===== src/fp_rename_pkg.sv =====
/* Sizes, index types and packed structs shared by the FP rename stage.
   Imported by every module of the stage and by its testbench. */
package fp_rename_pkg;

    localparam int NUM_ISA_REGISTERS  = 32;   // Architectural FP registers
    localparam int NUM_PHYS_REGISTERS = 64;   // Physical FP registers
    localparam int NUM_CHECKPOINTS    = 4;    // Map versions
    localparam int NUM_FP_WB          = 2;    // Writeback ports
    localparam int NUM_COMMIT         = 2;    // Commits per cycle
    localparam int NUM_FREE           = NUM_PHYS_REGISTERS - NUM_ISA_REGISTERS;

    localparam int REG_W      = $clog2(NUM_ISA_REGISTERS);
    localparam int PHREG_W    = $clog2(NUM_PHYS_REGISTERS);
    localparam int CKPT_W     = $clog2(NUM_CHECKPOINTS);
    localparam int FREE_IDX_W = $clog2(NUM_FREE);

    typedef logic [REG_W-1:0]      reg_t;
    typedef logic [PHREG_W-1:0]    phreg_t;
    typedef logic [CKPT_W-1:0]     checkpoint_ptr;
    typedef logic [CKPT_W:0]       ckpt_cnt_t;     // One bit wider than a label
    typedef logic [FREE_IDX_W:0]   free_ptr_t;     // Top bit is the wrap bit

    typedef struct packed {
        reg_t src1, src2, src3;
        logic use_fs1, use_fs2, use_fs3;
        reg_t dst;
        logic write_dst;
        logic do_checkpoint;
    } rename_req_t;

    typedef struct packed {
        logic   valid;
        reg_t   vaddr;
        phreg_t paddr;
    } wb_t;

    typedef struct packed {
        logic   valid;
        logic   write_dst;
        reg_t   dst;
        phreg_t new_dst;
        phreg_t old_dst;                            // Register handed back to the free list
    } commit_t;

    typedef struct packed {
        phreg_t        src1, src2, src3;
        logic          rdy1, rdy2, rdy3;
        phreg_t        old_dst;
        phreg_t        new_dst;
        checkpoint_ptr checkpoint;
    } rename_rsp_t;

    typedef struct packed {
        logic          do_recover;
        checkpoint_ptr recover_checkpoint;
        logic          recover_commit;
        logic          delete_checkpoint;
    } recover_t;

endpackage


===== src/fp_free_list.sv =====
/* Circular list of free FP physical registers for the rename stage.
   Pops on rename, pushes freed registers on commit, restores the head on recovery. */
module fp_free_list (
    input  logic                                           clk_i,
    input  logic                                           rstn_i,
    input  logic                                           pop_i,
    output fp_rename_pkg::phreg_t                          free_reg_o,
    input  fp_rename_pkg::commit_t [fp_rename_pkg::NUM_COMMIT-1:0] commit_i,
    input  logic                                           ckpt_take_i,
    input  fp_rename_pkg::checkpoint_ptr                   ckpt_slot_i,
    input  fp_rename_pkg::recover_t                        recover_i,
    output logic                                           empty_o
);
    import fp_rename_pkg::*;

    phreg_t    fifo_q [NUM_FREE];
    free_ptr_t saved_head_q [NUM_CHECKPOINTS];

    free_ptr_t head_q, head_d, head_pop;
    free_ptr_t commit_head_q;                        // Head as seen by retired code
    free_ptr_t tail_q;
    free_ptr_t push_cnt;
    free_ptr_t push_ptr [NUM_COMMIT];
    logic [NUM_COMMIT-1:0] push_en;

    assign free_reg_o = fifo_q[head_q[FREE_IDX_W-1:0]];
    assign empty_o    = (head_q == tail_q);
    assign head_pop   = head_q + free_ptr_t'(pop_i);

    // Pack the freed registers of this cycle's commits at the tail
    always_comb begin
        push_cnt = '0;
        for (int c = 0; c < NUM_COMMIT; c++) begin
            push_en[c]  = commit_i[c].valid & commit_i[c].write_dst & ~recover_i.recover_commit;
            push_ptr[c] = tail_q + push_cnt;
            push_cnt    = push_cnt + free_ptr_t'(push_en[c]);
        end
    end

    always_comb begin
        if (recover_i.recover_commit) begin
            head_d = commit_head_q;
        end else if (recover_i.do_recover) begin
            head_d = saved_head_q[recover_i.recover_checkpoint];
        end else begin
            head_d = head_pop;
        end
    end

    always_ff @(posedge clk_i, negedge rstn_i) begin
        if (!rstn_i) begin
            head_q        <= '0;
            commit_head_q <= '0;
            tail_q        <= free_ptr_t'(NUM_FREE);  // Full, wrap bit set
            for (int k = 0; k < NUM_CHECKPOINTS; k++) begin
                saved_head_q[k] <= '0;
            end
        end else begin
            head_q        <= head_d;
            commit_head_q <= commit_head_q + push_cnt;
            tail_q        <= tail_q + push_cnt;
            if (ckpt_take_i) begin
                // Includes the pop of the instruction taking the checkpoint
                saved_head_q[ckpt_slot_i] <= head_pop;
            end
        end
    end

    always_ff @(posedge clk_i, negedge rstn_i) begin
        if (!rstn_i) begin
            for (int i = 0; i < NUM_FREE; i++) begin
                fifo_q[i] <= phreg_t'(NUM_ISA_REGISTERS + i);
            end
        end else begin
            for (int c = 0; c < NUM_COMMIT; c++) begin
                if (push_en[c]) begin
                    fifo_q[push_ptr[c][FREE_IDX_W-1:0]] <= commit_i[c].old_dst;
                end
            end
        end
    end

endmodule


===== src/fp_rename_table.sv =====
/* FP map and ready tables with one copy per checkpoint version, plus the commit table.
   Looks up sources and old destination, takes and restores checkpoints. */
module fp_rename_table (
    input  logic                                           clk_i,
    input  logic                                           rstn_i,
    input  fp_rename_pkg::rename_req_t                     req_i,
    input  fp_rename_pkg::phreg_t                          new_dst_i,
    input  fp_rename_pkg::wb_t [fp_rename_pkg::NUM_FP_WB-1:0]      wb_i,
    input  fp_rename_pkg::commit_t [fp_rename_pkg::NUM_COMMIT-1:0] commit_i,
    input  fp_rename_pkg::recover_t                        recover_i,
    output fp_rename_pkg::rename_rsp_t                     src_o,
    output logic                                           ckpt_take_o,
    output fp_rename_pkg::checkpoint_ptr                   ckpt_slot_o,
    output logic                                           out_of_checkpoints_o
);
    import fp_rename_pkg::*;

    phreg_t map_q [NUM_CHECKPOINTS][NUM_ISA_REGISTERS];
    phreg_t map_d [NUM_CHECKPOINTS][NUM_ISA_REGISTERS];
    logic   rdy_q [NUM_CHECKPOINTS][NUM_ISA_REGISTERS];
    logic   rdy_d [NUM_CHECKPOINTS][NUM_ISA_REGISTERS];
    phreg_t commit_q [NUM_ISA_REGISTERS];
    phreg_t commit_d [NUM_ISA_REGISTERS];

    checkpoint_ptr head_q, head_d, head_nxt;
    checkpoint_ptr tail_q, tail_d;
    ckpt_cnt_t     num_q, num_d;

    logic read_enable;
    logic write_enable;
    logic checkpoint_enable;

    // True when a writeback in this cycle produces the current mapping of src
    function automatic logic wb_hit(input reg_t src);
        logic hit;
        hit = 1'b0;
        for (int w = 0; w < NUM_FP_WB; w++) begin
            hit |= wb_i[w].valid & (wb_i[w].vaddr == src) &
                   (map_q[head_q][src] == wb_i[w].paddr);
        end
        return hit;
    endfunction

    assign read_enable       = ~recover_i.do_recover & ~recover_i.recover_commit;
    assign write_enable      = req_i.write_dst & read_enable;
    assign checkpoint_enable = req_i.do_checkpoint & read_enable &
                               (num_q < ckpt_cnt_t'(NUM_CHECKPOINTS - 1));
    assign head_nxt          = head_q + checkpoint_ptr'(1);

    assign ckpt_take_o          = checkpoint_enable;
    assign ckpt_slot_o          = head_q;            // Frozen version, the label of the branch
    assign out_of_checkpoints_o = (num_q == ckpt_cnt_t'(NUM_CHECKPOINTS - 1));

    always_comb begin
        map_d    = map_q;
        rdy_d    = rdy_q;
        commit_d = commit_q;
        head_d   = head_q;
        tail_d   = tail_q;
        num_d    = num_q;

        // Writebacks mark every version that still maps vaddr to paddr
        for (int w = 0; w < NUM_FP_WB; w++) begin
            if (wb_i[w].valid && !recover_i.recover_commit) begin
                for (int v = 0; v < NUM_CHECKPOINTS; v++) begin
                    if (map_q[v][wb_i[w].vaddr] == wb_i[w].paddr) begin
                        rdy_d[v][wb_i[w].vaddr] = 1'b1;
                    end
                end
            end
        end

        // Later port overwrites earlier one on the same register
        for (int c = 0; c < NUM_COMMIT; c++) begin
            if (commit_i[c].valid && commit_i[c].write_dst && !recover_i.recover_commit) begin
                commit_d[commit_i[c].dst] = commit_i[c].new_dst;
            end
        end

        if (recover_i.recover_commit) begin
            // Exception: architectural state becomes version 0
            map_d[0] = commit_q;
            for (int r = 0; r < NUM_ISA_REGISTERS; r++) begin
                rdy_d[0][r] = 1'b1;
            end
            head_d = '0;
            tail_d = '0;
            num_d  = '0;
        end else if (recover_i.do_recover) begin
            tail_d = tail_q + checkpoint_ptr'(recover_i.delete_checkpoint);
            head_d = recover_i.recover_checkpoint;
            num_d  = ckpt_cnt_t'(checkpoint_ptr'(recover_i.recover_checkpoint - tail_d));
        end else begin
            tail_d = tail_q + checkpoint_ptr'(recover_i.delete_checkpoint);
            num_d  = num_q + ckpt_cnt_t'(checkpoint_enable) -
                     ckpt_cnt_t'(recover_i.delete_checkpoint);

            // Copy first so the new version sees this cycle's writebacks
            if (checkpoint_enable) begin
                map_d[head_nxt] = map_d[head_q];
                rdy_d[head_nxt] = rdy_d[head_q];
                head_d          = head_nxt;
            end

            // Rename write lands in the current and, if taken, the new version
            if (write_enable) begin
                map_d[head_q][req_i.dst] = new_dst_i;
                rdy_d[head_q][req_i.dst] = 1'b0;
                if (checkpoint_enable) begin
                    map_d[head_nxt][req_i.dst] = new_dst_i;
                    rdy_d[head_nxt][req_i.dst] = 1'b0;
                end
            end
        end
    end

    always_ff @(posedge clk_i, negedge rstn_i) begin
        if (!rstn_i) begin
            for (int v = 0; v < NUM_CHECKPOINTS; v++) begin
                for (int r = 0; r < NUM_ISA_REGISTERS; r++) begin
                    map_q[v][r] <= phreg_t'(r);      // Identity mapping
                    rdy_q[v][r] <= 1'b1;
                end
            end
            for (int r = 0; r < NUM_ISA_REGISTERS; r++) begin
                commit_q[r] <= phreg_t'(r);
            end
            head_q <= '0;
            tail_q <= '0;
            num_q  <= '0;
        end else begin
            map_q    <= map_d;
            rdy_q    <= rdy_d;
            commit_q <= commit_d;
            head_q   <= head_d;
            tail_q   <= tail_d;
            num_q    <= num_d;
        end
    end

    // Lookup is read from the state before this edge's update
    always_ff @(posedge clk_i) begin
        if (read_enable) begin
            src_o.src1       <= map_q[head_q][req_i.src1];
            src_o.rdy1       <= rdy_q[head_q][req_i.src1] | wb_hit(req_i.src1) | ~req_i.use_fs1;
            src_o.src2       <= map_q[head_q][req_i.src2];
            src_o.rdy2       <= rdy_q[head_q][req_i.src2] | wb_hit(req_i.src2) | ~req_i.use_fs2;
            src_o.src3       <= map_q[head_q][req_i.src3];
            src_o.rdy3       <= rdy_q[head_q][req_i.src3] | wb_hit(req_i.src3) | ~req_i.use_fs3;
            src_o.old_dst    <= map_q[head_q][req_i.dst];
            src_o.checkpoint <= head_q;
        end
        src_o.new_dst <= '0;                         // Filled from the free list at the top
    end

endmodule


===== src/fp_rename_unit.sv =====
/* Top of the FP rename stage, joining the map table and the free list.
   Renames one instruction per cycle with the result one cycle later. */
module fp_rename_unit (
    input  logic                                           clk_i,
    input  logic                                           rstn_i,
    input  fp_rename_pkg::rename_req_t                     req_i,
    input  fp_rename_pkg::wb_t [fp_rename_pkg::NUM_FP_WB-1:0]      wb_i,
    input  fp_rename_pkg::commit_t [fp_rename_pkg::NUM_COMMIT-1:0] commit_i,
    input  fp_rename_pkg::recover_t                        recover_i,
    output fp_rename_pkg::rename_rsp_t                     rsp_o,
    output logic                                           rsp_valid_o,
    output logic                                           out_of_checkpoints_o,
    output logic                                           free_empty_o
);
    import fp_rename_pkg::*;

    rename_rsp_t   lookup;
    phreg_t        free_reg;
    phreg_t        new_dst_q;
    checkpoint_ptr ckpt_slot;
    logic          ckpt_take;
    logic          recovering;
    logic          pop;

    assign recovering = recover_i.do_recover | recover_i.recover_commit;
    assign pop        = req_i.write_dst & ~recovering;   // No rename while recovering

    fp_rename_table u_table (
        .clk_i                (clk_i),
        .rstn_i               (rstn_i),
        .req_i                (req_i),
        .new_dst_i            (free_reg),
        .wb_i                 (wb_i),
        .commit_i             (commit_i),
        .recover_i            (recover_i),
        .src_o                (lookup),
        .ckpt_take_o          (ckpt_take),
        .ckpt_slot_o          (ckpt_slot),
        .out_of_checkpoints_o (out_of_checkpoints_o)
    );

    fp_free_list u_free_list (
        .clk_i       (clk_i),
        .rstn_i      (rstn_i),
        .pop_i       (pop),
        .free_reg_o  (free_reg),
        .commit_i    (commit_i),
        .ckpt_take_i (ckpt_take),
        .ckpt_slot_i (ckpt_slot),
        .recover_i   (recover_i),
        .empty_o     (free_empty_o)
    );

    always_ff @(posedge clk_i) begin
        if (!recovering) begin
            new_dst_q <= free_reg;                      // Aligned with the table lookup
        end
    end

    always_ff @(posedge clk_i, negedge rstn_i) begin
        if (!rstn_i) begin
            rsp_valid_o <= 1'b0;
        end else begin
            rsp_valid_o <= ~recovering;
        end
    end

    always_comb begin
        rsp_o         = lookup;
        rsp_o.new_dst = new_dst_q;
    end

endmodule


===== config.mk =====
export PLATFORM = sky130hd
export DESIGN_NAME = fp_rename_unit
export DESIGN_NICKNAME = d
export VERILOG_FILES = /design/src/fp_rename_pkg.sv /design/src/fp_free_list.sv /design/src/fp_rename_table.sv /design/src/fp_rename_unit.sv
export SDC_FILE = /design/constraint.sdc
export NUM_CORES = 2
export LEC_CHECK = 0
export ABC_CLOCK_PERIOD_IN_PS = 5000
export BUFFER_PORTS_ARGS = -buffer_cell sky130_fd_sc_hd__buf_2
export CAP_MARGIN = 10
export CORE_UTILIZATION = 30
export CTS_BUF_LIST = sky130_fd_sc_hd__clkbuf_16
export CTS_CLUSTER_DIAMETER = 150
export DETAILED_ROUTE_END_ITERATION = 16
export PLACE_DENSITY_LB_ADDON = 0.3
export SETUP_SLACK_MARGIN = 0.05
export SLEW_MARGIN = 20
export SYNTH_ARGS = -nofsm -noshare
export SYNTH_HDL_FRONTEND = slang
export SYNTH_SLANG_ARGS = --single-unit
export TNS_END_PERCENT = 50

===== constraint.sdc =====
create_clock -name clk_i -period 5 [get_ports clk_i]
set_clock_uncertainty 0.1 [all_clocks]
set_input_delay 0.75 -clock clk_i [delete_from_list [all_inputs] [get_ports clk_i]]
set_output_delay 0.75 -clock clk_i [all_outputs]
set_load 0.02 [all_outputs]

== Word-level counts from Yosys, hierarchy flattened ==
Cells that the tools add are included.

* Add/sub/neg operators: 10
* $lt $le $gt $ge: 24
* Equality and inequality tests: 23
* Multiplexer cells: 136
* Bitwise operators: 63
* Reduce and logical (&&, ||, !) cells: 18

{| class="wikitable"
|+ Operators with widths
! kind !! number
|-
| 768-bit 2-to-1 mux || 6
|-
| 768-bit bitwise mux || 3
|-
| 192-bit 2-to-1 mux || 10
|-
| 192-bit demux with 2-bit select || 3
|-
| 128-bit 2-to-1 mux || 8
|-
| 192-bit bitwise mux || 4
|-
| 32-bit 2-to-1 mux || 16
|-
| 6-bit binary-select mux with 5-bit select || 13
|-
| 192-bit binary-select mux with 2-bit select || 1
|-
| 128-bit AND || 2
|-
| 128-bit NOT || 2
|-
| 32-bit bitwise OR || 8
|-
| 6-bit 2-to-1 mux || 36
|-
| 32-bit demux with 2-bit select || 3
|-
| 6-bit demux with 5-bit select || 5
|-
| 32-bit binary-select mux with 2-bit select || 2
|-
| 128-bit bitwise mux || 1
|-
| 96-bit 2-to-1 mux || 1
|-
| 6-bit equality test || 15
|-
| 6-bit >= comparator (second input constant) || 11
|-
| 5-bit NOT with 6-bit output || 11
|-
| 6-bit by 1-bit < comparator with 1-bit output (second input constant) || 7
|-
| 5-bit equality test || 6
|-
| 24-bit bitwise mux || 1
|-
| other kinds (30) || 99
|}

* Flip-flop bits (word level): 1,365
* Output and inout bits: 38

== Depth between registers and ports, before layout ==
* Depth in word-level cells: 24
* Gate-level depth with buffers: 18

== By module ==
A second synthesis with hierarchy kept.

* Cell total of the unflattened synthesis: 11,315
* Area total of the unflattened synthesis: 103,246.5 um^2

{| class="wikitable"
|+ Modules (own cells, without submodules)
! module !! instances !! cells each !! area each (um^2)
|-
| fp_rename_table || 1 || 10,140 || 89,398.2
|-
| fp_free_list || 1 || 1,165 || 13,623.1
|-
| fp_rename_unit || 1 || 10 || 225.2
|}

== Worst setup path after synthesis ==
Ideal clock, no wire load.

* Kind: input to register
* Start point: in recover_i[4] (netlist name)
* End point: reg u_table.num_q[1]
* Library setup time: 94 ps
* Arrival: 4,471 ps
* Required time: 4,806 ps
* Path slack: 335 ps
* Stages: 11
* Cell sequence: nor2_1 > and4_1 > clkbuf_1 > buf_1 > inv_1 > ha_1 > inv_1 > ha_1 > fa_1 > nor2_1 > a211oi_1

* Longest elaborated chain between the ends: 8

{| class="wikitable"
|+ RTL lines
! item !! RTL line !! source
|-
| from (decl) || fp_rename_unit.sv:9 || <nowiki>input fp_rename_pkg::recover_t recover_i,</nowiki>
|-
| 1-bit NOT (no line) || -- ||
|-
| 1-bit AND || fp_rename_table.sv:44 || <nowiki>assign read_enable = ~recover_i.do_recover & ~recover_i.recover_commit;</nowiki>
|-
| 1-bit AND (2 in series) || fp_rename_table.sv:46 || <nowiki>assign checkpoint_enable = req_i.do_checkpoint & read_enable &</nowiki>
|-
| 3-bit by 1-bit adder with 3-bit output || fp_rename_table.sv:95 || <nowiki>num_d = num_q + ckpt_cnt_t'(checkpoint_enable) -</nowiki>
|-
| 3-bit by 1-bit subtractor with 3-bit output || fp_rename_table.sv:95 ||
|-
| 3-bit 2-to-1 mux (*) || fp_rename_table.sv:89 || <nowiki>end else if (recover_i.do_recover) begin</nowiki>
|-
| 3-bit 2-to-1 mux (*) || fp_rename_table.sv:80 || <nowiki>if (recover_i.recover_commit) begin</nowiki>
|-
| named net u_table.num_d[1] || fp_rename_table.sv:27 || <nowiki>ckpt_cnt_t num_q, num_d;</nowiki>
|-
| to (signal assigned) || fp_rename_table.sv:137 || <nowiki>num_q <= num_d;</nowiki>
|-
| to (decl) || fp_rename_table.sv:27 ||
|}

Mark *: on every way through the listed nets, which the timed path passes. The rest lies on a longest branch.
A chain may end at the register's enable or synchronous reset.

==> impl_metrics.yaml <==
timing:
  whs_ns: 0.0675
  min_period_over_period_pct: 103
  setup_violations: 86
  post-route-min-period_ns: 5.15
  tightest_slew_ns: 1.42
  setup-tns-final_ns: -4.60
  slew_headroom_pct: 5.14
  fmax_ghz: 0.194
  finalHoldViolCount: 0
  fin_ws_ns: -0.154
  drv_slew: 0
  rsz0062_at_grt: "false"
yosys:
  ys_ff_latch: 1365
  synth_edf_count: 35
  synthCells: 10400
  synth_nets: 10600
  synth_cell_types: 84
  synth.avg_cell_area_sq_um: 9.67
  seq_area_frac_synth_pct: 34.8
  syn_area_sq_um: 101000
  synth_area_leader_cell: "mux2i_1"
  synth_top_area_share_pct: 18.3
  ys_warn_count: 0
  synth_area_leaders: "mux2i_1, dfrtp_1, dfstp_2, mux4_2, nand2_1"
  synthArstFlopShare_pct: 97.4
  ys.flop_type: "dfrtp_1"
power:
  power_density_nw_per_um2: 429
  p_leak_nw: 50.3
  power_mw: 54.2
  peakVddDrop_mv: 0.454
placement:
  port_buffers: 131
  dp_hpwl_um: 684000
  dp_cells: 15900
  place_congestion: 1.16
  place_area_sq_um: 121000
  dp_worst_setup_slack_ns: -0.602
clock_network:
  cts_max_path_buffers: 4
  cts_tree: "yes"
  postCtsSetupBuffers: 0
  clk_pin_slew_ns: 0.06
  clock_sinks: 1365
  insertion_delay_ns: 0.99
  cts-buffers-inserted: 173
  ctsRootBufferMaster: "clkbuf_16"
  htree_levels: 4
worst_setup_path:
  crit_required_ns: 5.71
  path_class: "in -> reg"
  cp_max_fo: 32
  cp-end-kind: "flip-flop"
  critPathLaunch: "wb_i[19]"
  cp-start-kind: "primary input"
  ff2ff_setup_slack_ns: -0.13
  crit_arrival_ns: 5.86
  r2r-start: "u_table.map_q[363]"
  crit_path_end: "u_table.rdy_q[123]"
  rr_worst_depth: 12
  r2r_end: "u_table.rdy_q[123]"
floorplanning:
  dieWidth_um: 582
  die_h_um: 582
  rows: 212
  io_pins: 132
  placeableCoreArea_sq_um: 334000
  start_util_pct: 30.2
  fp.dieArea_sq_um: 339000
cells_and_area:
  post-route-util_pct: 37.9
  fin_cells: 16300
  fin_nets: 11800
  seq_area_sq_um: 35100
  multi_input_area_sq_um: 61900
  fin_area_sq_um: 127000
  fillers: 33700
  syn2layout_area_growth_pct: 25.3
  drive_gt1_share_pct: 32.0
detailed_routing:
  dr.pass1.iters: 10
  wl_um: 845000
  drc_errors: 0
  drtAntennaViolNets: 0
  dr.first_iter.drc_count: 17100
  vias_per_cell: 6.65
  wl_met2_um: 333000
  wire_per_inst_um: 51.9
  maxUsedRoutingLayer: "met5"
  via_count: 108000
  wl_met1_um: 331000
  routed-wl-met3_um: 104000
grt:
  grt-ovfl-total: 0
  first_global_vias: 99300
  grt_max_degree: 125
  grt_pass1_wl_um: 1080000
  antenna_found_initial: 177
  grt_use_total_pct: 48.5
status:
  violations: "negative setup slack"
  status: "finished with violations"
flow_run:
  cap_violations: 0
min_path:
  min_path_type: "in -> reg"
cell usage in the layout (no fill, tap or decap), drive strengths merged, types with 16 or more instances in the layout:
master | synthesis | layout
clkbuf | 722 | 178
and2 | 23 | 23
edfxtp | 35 | 35
a21o | 101 | 101
nor4 | 118 | 118
nand3 | 39 | 39
a22o | 20 | 20
o22ai | 411 | 411
a211oi | 23 | 23
a22oi | 57 | 57
clkinv | 2 | 72
nor3 | 50 | 50
a21oi | 812 | 812
o21ai | 1039 | 1039
or4 | 16 | 16
o211ai | 22 | 22
a221oi | 169 | 169
nand2b | 22 | 22
mux2 | 59 | 59
buf | 304 | 2074
and3 | 45 | 45
mux4 | 609 | 609
or2 | 19 | 19
diode | 0 | 94
nand2 | 1634 | 1634
inv | 35 | 86
xnor2 | 49 | 49
mux2i | 1850 | 1850
nor2b | 27 | 27
dfstp | 641 | 641
nor2 | 537 | 537
xor2 | 39 | 39
ha | 22 | 22
dfrtp | 689 | 689
worst min path at each step:
stage	start	to	slack, ns	cells past startpoint
final	recover_i[1]	u_table.map_q[591]	0.07	3
after global routing	recover_i[1]	u_table.tail_q[0]	0.08	2
after CTS	recover_i[1]	u_table.map_q[591]	0.03	3
after detailed placement	u_free_list.commit_head_q[5]	u_free_list.commit_head_q[5]	0.36	1
after global placement	u_free_list.saved_head_q[10]	u_free_list.saved_head_q[10]	0.36	2
after floorplan	u_free_list.commit_head_q[5]	u_free_list.commit_head_q[5]	0.34	1
final cells by class:
class                      count  area share (%)
antenna                       94           0.186
clock buffer                 178            3.52
clock inverter               139           0.834
inverter                      37           0.115
multi-input combinational   8014            48.9
sequential                  1365            27.8
tap                         4387            4.34
timing repair buffer        2075            14.3
state kept, by name, indices dropped and copies added (netlist names):
name,cells
u_free_list.commit_head_q,6
u_free_list.head_q,6
u_table.tail_q,2
rsp_valid_o,1
u_free_list.fifo_q,192
u_table.commit_q,192
u_table.map_q,768
u_table.ckpt_slot_o,2
u_table.src_o,29
u_free_list.saved_head_q,24
u_table.num_q,3
u_free_list.tail_q,6
u_table.rdy_q,128
new_dst_q,6
metal layers:
metal / GRT usage (%) / vias to the layer above
met2: 66.3 / 8796
met5: 0.638 / -
met1: 61.9 / 55800
li1: - / 41500
met4: 35.7 / 58
met3: 18.2 / 2226
timing repair:
item	in CTS	in global routing
gates resized for setup	0	2
hold buffers	1	0
setup endpoints to repair	0	1
hold endpoints to repair	40	0
critical path: stages:
cell,delay (ns)
buf_8,0.32
buf_12,0.20
buf_4,0.16
mux2i_1,0.57
o22ai_1,0.18
buf_4,0.17
nor4_2,1.07
buf_4,0.30
a21oi_1,0.07
nor4_1,0.30
and4_1,0.29
buf_12,0.22
a221oi_1,0.21
mux4_2,0.57
a221oi_2,0.26
logic make-up (layout without fill, tap and decap cells):
kind of cell | after synthesis | in the layout | share of synthesized area [%]
multiplexers | 2518 | 2518 | 32.6
other | 0 | 94 | 0
adder cells (fa/ha/maj) | 25 | 25 | 0.332
AND/OR/NAND/NOR | 2633 | 2633 | 11.1
XOR/XNOR | 88 | 88 | 0.763
AO/OA/AOI/OAI | 2750 | 2750 | 16.1
flip-flops | 1365 | 1365 | 34.8
buffers and inverters | 1063 | 2429 | 4.33
cell usage after synthesis (90+ instances only):
cell,number
dfstp_2,641
o22ai_1,411
a21oi_1,812
clkbuf_1,722
mux2i_1,1850
a21o_1,101
nor4_1,113
buf_1,90
o21ai_0,1039
nand2_1,1634
buf_2,186
dfrtp_1,689
mux4_2,609
a221oi_1,109
nor2_1,537
power breakdown:
group	total, mW	switching (mW)	internal (mW)
logic	22.4	14.5	7.92
clock network	12.9	5.76	7.17
registers	18.9	4.39	14.5
Note: power is estimated with default switching activity, not from simulation.
